--- src/common/c16_pkg.sv ---
package c16_pkg;

	//////////////////////////////////////////////////
	// Address map constants
	//////////////////////////////////////////////////

	// I/O pages, upper 12 bits of the address
	// ROM banking register block FDD0-FDDF
	localparam logic [11:0] IO_ROMBANK_PAGE = 12'hFDD;
	// Keyboard port latch FD30-FD3F
	localparam logic [11:0] IO_KEYPORT_PAGE = 12'hFD3;
	// Cassette sense FD10-FD1F
	localparam logic [11:0] IO_CASS_PAGE    = 12'hFD1;

	// Keyboard/joystick select register inside the video chip
	localparam logic [15:0] TED_KBD_ADDR = 16'hFF08;

	// High byte of the kernal page, always mapped to bank 0 high half
	localparam logic [7:0]  KERNAL_PAGE  = 8'hFC;

	// External reset hold time after the reset input drops, in clocks
	localparam int unsigned RESET_LEN    = 256;

	// Value of an undriven, pulled-up data bus
	localparam logic [7:0]  IDLE_DATA    = 8'hFF;

	//////////////////////////////////////////////////
	// Address word and its two decodes
	//////////////////////////////////////////////////

	// ROM view: which 16K half plus offset inside the ROM chip
	typedef struct packed {
		logic [1:0]  bank_half;
		logic [13:0] offset;
	} rom_view_t;

	// I/O view: page plus register number inside the page
	typedef struct packed {
		logic [11:0] page;
		logic [3:0]  reg_num;
	} io_view_t;

	typedef union packed {
		logic [15:0] word;
		rom_view_t   rom;
		io_view_t    io;
	} c16_addr_u;

	//////////////////////////////////////////////////
	// Bus cycle and decoded selects
	//////////////////////////////////////////////////

	// One CPU bus cycle, rw high means read
	typedef struct packed {
		c16_addr_u  addr;
		logic [7:0] data;
		logic       rw;
	} bus_cycle_t;

	// One-hot-ish selects decoded from a captured cycle
	typedef struct packed {
		logic rom_bank_wr;
		logic kernal_page;
		logic keyport;
		logic ted_kbd;
		logic cass;
		logic rom_space;
	} chip_sel_t;

endpackage

--- src/hw/bus_capture.sv ---
module bus_capture import c16_pkg::*; (
	input  logic       CLK28,
	input  logic       sreset,
	input  logic       cyc_strobe,
	input  bus_cycle_t cyc,
	output bus_cycle_t cur,
	output chip_sel_t  sel,
	output logic       cur_valid
);

	// Decode of the incoming cycle, registered together with it
	chip_sel_t dec;
	logic      io_region;

	//////////////////////////////////////////////////
	// Address decode
	//////////////////////////////////////////////////

	always_comb begin
		// FDxx and FFxx hold the I/O registers, not ROM
		io_region = (cyc.addr.io.page[11:4] == 8'hFD) ||
			(cyc.addr.io.page[11:4] == 8'hFF);

		dec = '0;
		// Bank register only reacts to writes, data is don't care
		dec.rom_bank_wr = !cyc.rw && (cyc.addr.io.page == IO_ROMBANK_PAGE);
		// Kernal page seen through the ROM view of the address
		dec.kernal_page = ({cyc.addr.rom.bank_half, cyc.addr.rom.offset[13:8]}
			== KERNAL_PAGE);
		dec.keyport     = (cyc.addr.io.page == IO_KEYPORT_PAGE);
		dec.ted_kbd     = (cyc.addr.word == TED_KBD_ADDR);
		dec.cass        = (cyc.addr.io.page == IO_CASS_PAGE);
		// Upper 32K is ROM except for the I/O holes
		dec.rom_space   = cyc.addr.rom.bank_half[1] && !io_region;
	end

	//////////////////////////////////////////////////
	// Cycle latch
	//////////////////////////////////////////////////

	// Valid flag and selects
	always_ff @(posedge CLK28) begin
		if (sreset) begin
			cur_valid <= 1'b0;
			sel       <= '0;
		end else begin
			cur_valid <= cyc_strobe;
			if (cyc_strobe)
				sel <= dec;
		end
	end

	// Address and data payload, held until the next strobe
	always_ff @(posedge CLK28) begin
		if (cyc_strobe)
			cur <= cyc;
	end

endmodule

--- src/hw/rom_bank.sv ---
module rom_bank import c16_pkg::*; (
	input  logic       CLK28,
	input  logic       sreset,
	input  bus_cycle_t cur,
	input  chip_sel_t  sel,
	input  logic       cur_valid,
	output logic [3:0] rom_sel
);

	// Bank register
	// 3:2 select the high ROM, 1:0 select the low ROM
	logic [3:0] bank_q;
	// Current cycle fetches from the kernal page
	logic       kern;

	// Low nibble of the address picks the banks, data bus unused
	always_ff @(posedge CLK28) begin
		if (sreset)
			bank_q <= 4'h0;
		else if (cur_valid && sel.rom_bank_wr)
			bank_q <= cur.addr.io.reg_num;
	end

	// FCxx is always kernal
	assign kern = cur_valid && sel.rom_space && sel.kernal_page;

	// Force high bank to 0 for kernal fetches, low half passes through
	assign rom_sel = {bank_q[3:2] & {2{~kern}}, bank_q[1:0]};

endmodule

--- src/hw/keyport.sv ---
module keyport import c16_pkg::*; (
	input  logic       CLK28,
	input  logic       sreset,
	input  bus_cycle_t cur,
	input  chip_sel_t  sel,
	input  logic       cur_valid,
	input  logic [7:0] kbd_cols,
	input  logic [4:0] joy0,
	input  logic [4:0] joy1,
	output logic [7:0] kbd_row,
	output logic [7:0] kbus,
	output logic [7:0] port_rd
);

	// Row latch, the 6529 style port
	logic [7:0] row_q;
	// Joystick selects from FF08, active low
	logic       joy0_sel_n;
	logic       joy1_sel_n;
	// Write qualifiers
	logic       port_wr;
	logic       kbd_wr;
	// Per-joystick masks in key bus polarity, 4 = fire
	logic [4:0] joy0_mask;
	logic [4:0] joy1_mask;

	assign port_wr = cur_valid && !cur.rw && sel.keyport;
	assign kbd_wr  = cur_valid && !cur.rw && sel.ted_kbd;

	//////////////////////////////////////////////////
	// Latches
	//////////////////////////////////////////////////

	// Idle row drive is all ones, no row pulled low
	always_ff @(posedge CLK28) begin
		if (sreset)
			row_q <= 8'hFF;
		else if (port_wr)
			row_q <= cur.data;
	end

	// Data bit 2 picks joystick 0, bit 1 joystick 1
	always_ff @(posedge CLK28) begin
		if (sreset) begin
			joy0_sel_n <= 1'b1;
			joy1_sel_n <= 1'b1;
		end else if (kbd_wr) begin
			joy0_sel_n <= cur.data[2];
			joy1_sel_n <= cur.data[1];
		end
	end

	// Port is output only, reads return the last write
	assign kbd_row = row_q;
	assign port_rd = row_q;

	//////////////////////////////////////////////////
	// Key column merge
	//////////////////////////////////////////////////

	// Pressed line pulls its column low when the stick is selected
	assign joy0_mask = joy0_sel_n ? 5'h1F : ~joy0;
	assign joy1_mask = joy1_sel_n ? 5'h1F : ~joy1;

	// Directions share bits 3..0
	assign kbus[3:0] = kbd_cols[3:0] & joy0_mask[3:0] & joy1_mask[3:0];
	// No joystick line here
	assign kbus[5:4] = kbd_cols[5:4];
	// Fire buttons get a column each
	assign kbus[6]   = kbd_cols[6] & joy0_mask[4];
	assign kbus[7]   = kbd_cols[7] & joy1_mask[4];

endmodule

--- src/hw/reset_stretch.sv ---
module reset_stretch import c16_pkg::*; (
	input  logic CLK28,
	input  logic sreset,
	output logic ext_reset
);

	// Counts clocks since the reset input dropped
	logic [$clog2(RESET_LEN)-1:0] cnt;

	// Restart on every reset input clock
	// then hold ext_reset until the full length has passed
	always_ff @(posedge CLK28) begin
		if (sreset) begin
			cnt       <= '0;
			ext_reset <= 1'b1;
		end else if (ext_reset) begin
			cnt <= cnt + 1'b1;
			// Last held cycle, release on this edge
			if (cnt == $bits(cnt)'(RESET_LEN - 1))
				ext_reset <= 1'b0;
		end
	end

endmodule

--- src/hw/read_mux.sv ---
module read_mux import c16_pkg::*; (
	input  logic       CLK28,
	input  logic       sreset,
	input  bus_cycle_t cur,
	input  chip_sel_t  sel,
	input  logic       cur_valid,
	input  logic [7:0] port_rd,
	input  logic [7:0] kbus,
	input  logic       cass_sense,
	output logic       rd_strobe,
	output logic [7:0] rd_data
);

	// Each source floats high when not addressed
	logic [7:0] port_word;
	logic [7:0] kbd_word;
	logic [7:0] cass_word;
	logic [7:0] bus_word;

	assign port_word = sel.keyport ? port_rd : IDLE_DATA;
	assign kbd_word  = sel.ted_kbd ? kbus : IDLE_DATA;
	// Only bit 2 is driven, rest pulled up
	assign cass_word = {5'b11111, sel.cass ? cass_sense : 1'b1, 2'b11};

	// Wired-AND data bus, unmapped and ROM space stay FF
	assign bus_word = port_word & kbd_word & cass_word;

	// Strobe for reads only
	always_ff @(posedge CLK28) begin
		if (sreset)
			rd_strobe <= 1'b0;
		else
			rd_strobe <= cur_valid && cur.rw;
	end

	always_ff @(posedge CLK28) begin
		if (cur_valid && cur.rw)
			rd_data <= bus_word;
	end

endmodule

--- src/hw/c16_glue_top.sv ---
module c16_glue_top import c16_pkg::*; (
	input  logic       CLK28,
	input  logic       sreset,

	// Bus master side
	input  logic       cyc_strobe,
	input  bus_cycle_t cyc,
	output logic       rd_strobe,
	output logic [7:0] rd_data,

	// Board inputs
	input  logic       cass_sense,
	input  logic [7:0] kbd_cols,
	input  logic [4:0] joy0,
	input  logic [4:0] joy1,

	// Board outputs
	output logic [3:0] rom_sel,
	output logic [7:0] kbd_row,
	output logic [7:0] kbus,
	output logic       ext_reset
);

	// Captured cycle, shared by all consumers
	bus_cycle_t cur;
	chip_sel_t  sel;
	logic       cur_valid;
	// Keyport latch readback
	logic [7:0] port_rd;

	//////////////////////////////////////////////////
	// Input side
	//////////////////////////////////////////////////

	bus_capture capture_i (
		.CLK28      (CLK28),
		.sreset     (sreset),
		.cyc_strobe (cyc_strobe),
		.cyc        (cyc),
		.cur        (cur),
		.sel        (sel),
		.cur_valid  (cur_valid)
	);

	//////////////////////////////////////////////////
	// Registers
	//////////////////////////////////////////////////

	rom_bank bank_i (
		.CLK28     (CLK28),
		.sreset    (sreset),
		.cur       (cur),
		.sel       (sel),
		.cur_valid (cur_valid),
		.rom_sel   (rom_sel)
	);

	keyport keyport_i (
		.CLK28     (CLK28),
		.sreset    (sreset),
		.cur       (cur),
		.sel       (sel),
		.cur_valid (cur_valid),
		.kbd_cols  (kbd_cols),
		.joy0      (joy0),
		.joy1      (joy1),
		.kbd_row   (kbd_row),
		.kbus      (kbus),
		.port_rd   (port_rd)
	);

	// Emulates the long power-on reset of the real board
	reset_stretch reset_i (
		.CLK28     (CLK28),
		.sreset    (sreset),
		.ext_reset (ext_reset)
	);

	//////////////////////////////////////////////////
	// Output side
	//////////////////////////////////////////////////

	read_mux rdmux_i (
		.CLK28      (CLK28),
		.sreset     (sreset),
		.cur        (cur),
		.sel        (sel),
		.cur_valid  (cur_valid),
		.port_rd    (port_rd),
		.kbus       (kbus),
		.cass_sense (cass_sense),
		.rd_strobe  (rd_strobe),
		.rd_data    (rd_data)
	);

endmodule

--- config.mk ---
export PLATFORM = sky130hd
export DESIGN_NAME = c16_glue_top
export DESIGN_NICKNAME = d
export VERILOG_FILES = /design/src/common/c16_pkg.sv /design/src/hw/bus_capture.sv /design/src/hw/rom_bank.sv /design/src/hw/keyport.sv /design/src/hw/reset_stretch.sv /design/src/hw/read_mux.sv /design/src/hw/c16_glue_top.sv
export SDC_FILE = /design/constraint.sdc
export NUM_CORES = 1
export LEC_CHECK = 0
export BUFFER_PORTS_ARGS = -buffer_cell sky130_fd_sc_hd__buf_2
export CORE_MARGIN = 2
export CORE_UTILIZATION = 49
export DETAILED_ROUTE_END_ITERATION = 10
export PLACE_DENSITY_LB_ADDON = 0.25
export SYNTH_ARGS = -nofsm -noshare
export SYNTH_HDL_FRONTEND = slang
export SYNTH_SLANG_ARGS = --single-unit
export TNS_END_PERCENT = 1
--- constraint.sdc ---
create_clock -name CLK28 -period 1.4 [get_ports CLK28]
set_input_delay 0.21 -clock CLK28 [delete_from_list [all_inputs] [get_ports CLK28]]
set_output_delay 0.21 -clock CLK28 [all_outputs]
set_load 0.01 [all_outputs]
* Yosys cells after proc, flatten, opt, wreduce, memory -nomap -nowiden
Cells that the tools add are included.
** Word-level totals
- Word-level logic and storage cells :: 57
- Bits in registers :: 52
- Output and inout bits :: 30
** Operators by class
- Multiplexer cells :: 7
- Reduce and logical (&&, ||, !) cells :: 13
- Eq/ne operators :: 8
- Add/sub/neg operators :: 1
- Bitwise gates (word level) :: 10
** Operators by type and width (number)
- $eq A12 B12 Y1 const B :: 3
- $eq A8 B8 Y1 const B :: 4
- $and A8 B8 Y8 :: 2
- $eq A16 B16 Y1 const B :: 1
- $mux W8 :: 2
- $mux W5 :: 2
- $not A5 Y5 :: 2
- $logic_and A1 B1 Y1 :: 9
- $add A8 B1 Y8 const B :: 1
- $and A4 B4 Y4 :: 2
- $logic_not A1 Y1 :: 3
- $mux W1 :: 3
- $and A1 B1 Y1 :: 2
- $and A2 B2 Y2 :: 1
- $logic_or A1 B1 Y1 :: 1
- $not A1 Y1 :: 1

* Logic depth before layout (Yosys ltp)
- Word-level depth :: 7
- Depth in mapped cells :: 5
- Mapped depth without buffers :: 4

* Hierarchy
From an unflattened synthesis, not the netlist that was laid out.
** Unflattened totals
- Cells, all modules :: 232
- Area, all modules :: 2677.6 µm²
** Modules (own cells, without submodules)
- bus_capture :: cells each 65, times used 1, area each 1109.8 µm²
- keyport :: cells each 65, times used 1, area each 569.3 µm²
- read_mux :: cells each 38, times used 1, area each 414.1 µm²
- reset_stretch :: cells each 41, times used 1, area each 372.9 µm²
- rom_bank :: cells each 23, times used 1, area each 211.5 µm²

* Worst setup path after synthesis
OpenSTA, ideal clock, no wires.
- Path kind :: register to register
- From :: register reset_i.ext_reset
- To :: register reset_i.cnt[7]
- Setup slack :: 0.210 ns
- Required time :: 1.329 ns
- Data arrival time :: 1.119 ns
- Stages on the path, launching flop included :: 5
- Period minus slack after synthesis :: 1.190 ns
- Cell sequence :: dfxtp_1 -> buf_4 -> nand4_2 -> or3_1 -> a21oi_1
** RTL lines
- start: declaration :: line reset_stretch.sv:4 : output logic ext_reset
- start signal: assignment :: line reset_stretch.sv:15 : ext_reset <= 1'b1;
- start signal: assignment :: line reset_stretch.sv:20 : ext_reset <= 1'b0;
- end signal: assignment :: line reset_stretch.sv:17 : cnt <= cnt + 1'b1;
- end: declaration :: line reset_stretch.sv:8 : logic [$clog2(RESET_LEN)-1:0] cnt;

* Worst setup path in the final report
- From :: register keyport_i.joy0_sel_n
- To :: output kbus[0]
** On the way
- Word-level cells in the longest chain between the ends :: 3
** RTL lines
- start: declaration :: line keyport.sv:18 : logic joy0_sel_n;
- start signal: assignment :: line keyport.sv:48 : joy0_sel_n <= cur.data[2];
- $mux W5 :: line keyport.sv:62 : assign joy0_mask = joy0_sel_n ? 5'h1F : ~joy0;
- $and A4 B4 Y4 (2 in series) :: line keyport.sv:66 : assign kbus[3:0] = kbd_cols[3:0] & joy0_mask[3:0] & joy1_mask[3:0];
- end: declaration :: line c16_glue_top.sv:20 : output logic [7:0] kbus,
Every way passes these cells.

==> flow_metrics.tcl <==
set metrics [dict create \
    critPathMaxStageDelay_ns 0.36 \
    hpwlAfterDp_um 3080 \
    drt-initial-drc-count 76 \
    dieArea_um2 4881 \
    areaGrowthSynthToFinish_pct 28.31 \
    crit_family "flip-flops" \
    period_share 0.9979 \
    cts_hold_buf 0 \
    fmax_mhz 715.8 \
    clockBufferDepth 2 \
    synthesis.area_um2 2126 \
    clock-sinks 52 \
    arrival_ns 1.19 \
    final_common_cell "buf_2" \
    skew_ns 0.01379 \
    synth_cell_type_count 35 \
    synth_mux_area_frac 0.01413 \
    drive_above_1_share 0.3633 \
    ys_seq_area_frac 0.5886 \
    cp_data_required_time_ns 1.19 \
    synth_top_area_share 0.2966 \
    pin_count 77 \
    rsz0062_at_grt "yes" \
    synth-edff-count 21 \
    holdWs_ns 0.07417 \
    critPathCaptureType "primary output" \
    drc 0 \
    path_cells "inv_4, a221oi_2, buf_2" \
    place_area_um2 2554 \
    status "completed" \
    insertion_delay_ns 0.30 \
    synth_top_area_cell "edfxtp_1" \
    start_util 0.5202 \
    synthAdderAreaFrac 0.005886 \
    chipWidth_um 69.87 \
    postRouteAntennaNets 0 \
    htreeDepth 2 \
    yosys_warnings 0 \
    timing.final.setup_violations 0 \
    seqCellArea_um2 1257 \
    synthFlopType "dfxtp_1" \
    dr.pass1.iters 4 \
    ys_seq_elements 52 \
    synth_compound_area_frac 0.1142 \
    start_kind "flop" \
    viasPerCell 5.155 \
    slew_headroom 0.6665 \
    hold_viol 0 \
    dieHeight_um 69.87 \
    overflow 0 \
    syn_inst 198 \
    synth_nets 246 \
    diodes 0 \
    layout_common_cells "buf_2 (75), dfxtp_1 (28), edfxtp_1 (21)" \
    grtUsageTotal 0.1918 \
    period_needed_ns 1.397 \
    vdd_drop_max_uv 697.7 \
    tightest_slew_ns 0.4957 \
    leakage_nw 1.197 \
    pre_cts_ws_ns 0.1899 \
    rows 23 \
    synth-simple-area-share 0.2007 \
    vias 1691 \
    multiInputGateArea_um2 792.0 \
    fp.coreArea_um2 4086 \
    cts.clk_slew.worst_paths_ns 0.09 \
    stdcell_area_um2 2728 \
    critPathSlowestCell "dfxtp_2" \
    final_nets 326 \
    grt_pass1_vias 1607 \
    hold_path.class "input pin to flop" \
    syn_avg_cell_area_um2 10.74 \
    drv_cap 0 \
    grt_pass1_wl_um 7396 \
    cts_tree "yes" \
    port_buffers 76 \
    worst_slack_ns 0.002973 \
    path_max_fanout 4 \
    drv_slew 0 \
    drt_wl_total_um 4409 \
    grt_max_degree 29 \
    final_util 0.6675 \
    antenna_found_initial 0 \
    async_reset_ff_frac 0 \
    path_class "flop to primary output" \
    cts_made_buffers 5 \
    clockRootBuffer "clkbuf_8" \
    routedWlPerCell_um 13.44 \
    p_per_area_nw_per_um2 1030 \
    crit_buf_inv 2 \
    place_congestion 0.7971 \
    n_fill_cell 350 \
    synth_area_leaders "edfxtp_1 (30%), dfxtp_1 (29%), nand2_1 (3.5%), a2bb2oi_1 (2.9%), inv_1 (2.8%)" \
    yosys.area_share.xor_xnor 0.01648 \
    synth_top_family_by_area "simple AND/OR/NAND/NOR gates" \
]
synthesized netlist by cell type (2+ instances only):
master,number
a211o_1,3
a21boi_0,2
a21oi_1,9
a221oi_1,3
a22o_1,3
a2bb2oi_1,7
and2_1,3
buf_4,7
clkbuf_1,4
dfxtp_1,31
edfxtp_1,21
inv_1,16
mux2i_1,3
nand2_1,20
nand2b_1,7
nand3_1,9
nand3b_1,8
nand4_1,4
nor2_1,11
nor2b_1,2
nor4b_1,2
o21ai_0,5
or3_1,4
xor2_1,3
state kept, by name, summed over array words and instances, names as in the netlist:
name / flops
reset_i.ext_reset: 1
bank_i.bank_q: 4
keyport_i.joy0_sel_n: 1
capture_i.sel: 6
keyport_i.joy1_sel_n: 1
reset_i.cnt: 8
capture_i.cur: 13
rdmux_i.rd_strobe: 1
keyport_i.kbd_row: 8
rdmux_i.rd_data: 8
capture_i.cur_valid: 1
stage by stage:
| stage | cells | power, mW | TNS [ns] |
|---|---|---|---|
| final | 328 | 2.810 | 0 |
| after global routing | 328 | 2.926 | -0.1931 |
| after CTS | 328 | 2.824 | 0 |
| after detailed placement | 320 | 1.862 | 0 |
| after global placement | 320 | 1.857 | 0 |
| after floorplan | 198 | 1.750 | 0 |
layout make-up:
type | instances | share of cell area
clock inverters | 1 | 0.01101
repair buffers | 84 | 0.1651
well taps | 50 | 0.02294
inverters | 16 | 0.02294
clock buffers | 6 | 0.02661
multi-input cells | 119 | 0.2904
flip-flops and latches | 52 | 0.4610
layer usage:
layer  track usage  share of wire  vias to the layer above
met5             0              0                        -
met4       0.06624          0.018                        0
met2        0.3439           0.51                       60
li1              -              -                      855
met1        0.2202           0.41                      768
met3       0.05051          0.062                        8
kinds of logic after synthesis:
logic type	after synthesis
and+or+nand+nor	77
buffers and inverters	27
DFF	52
adders and majority gates	1
AOI/OAI and AO/OA	34
muxes	3
xor gates and xnor gates	4
repair_timing:
item,4_1_cts,5_1_grt
buffers inserted,1,0
setup endpoints to repair,7,7
pin swaps,1,2
resized for setup,9,8
power breakdown:
part	total (mW)	switching (mW)	internal (mW)
sequential	1.64	0.0222	1.62
clock	0.971	0.447	0.524
combinational	0.198	0.0965	0.101
final timing paths:
| path | slack (ns) | cells past startpoint | from | endpoint |
|---|---|---|---|---|
| setup / recovery | 0.003 | 3 | keyport_i.joy0_sel_n$_SDFFE_PP1P_ | kbus[0] |
| hold / removal | 0.07 | 1 | cyc[8] | capture_i.cur[8]$_DFFE_PP_ |
| setup reg to reg | 0.14 | 3 | capture_i.cur[0]$_DFFE_PP_ | keyport_i.kbd_row[4]$_SDFFE_PP1P_ |
| hold reg to reg | 0.46 | 2 | bank_i.bank_q[1]$_SDFFE_PP0P_ | bank_i.bank_q[1]$_SDFFE_PP0P_ |
No activity file was read; power rests on OpenSTA's default activity.
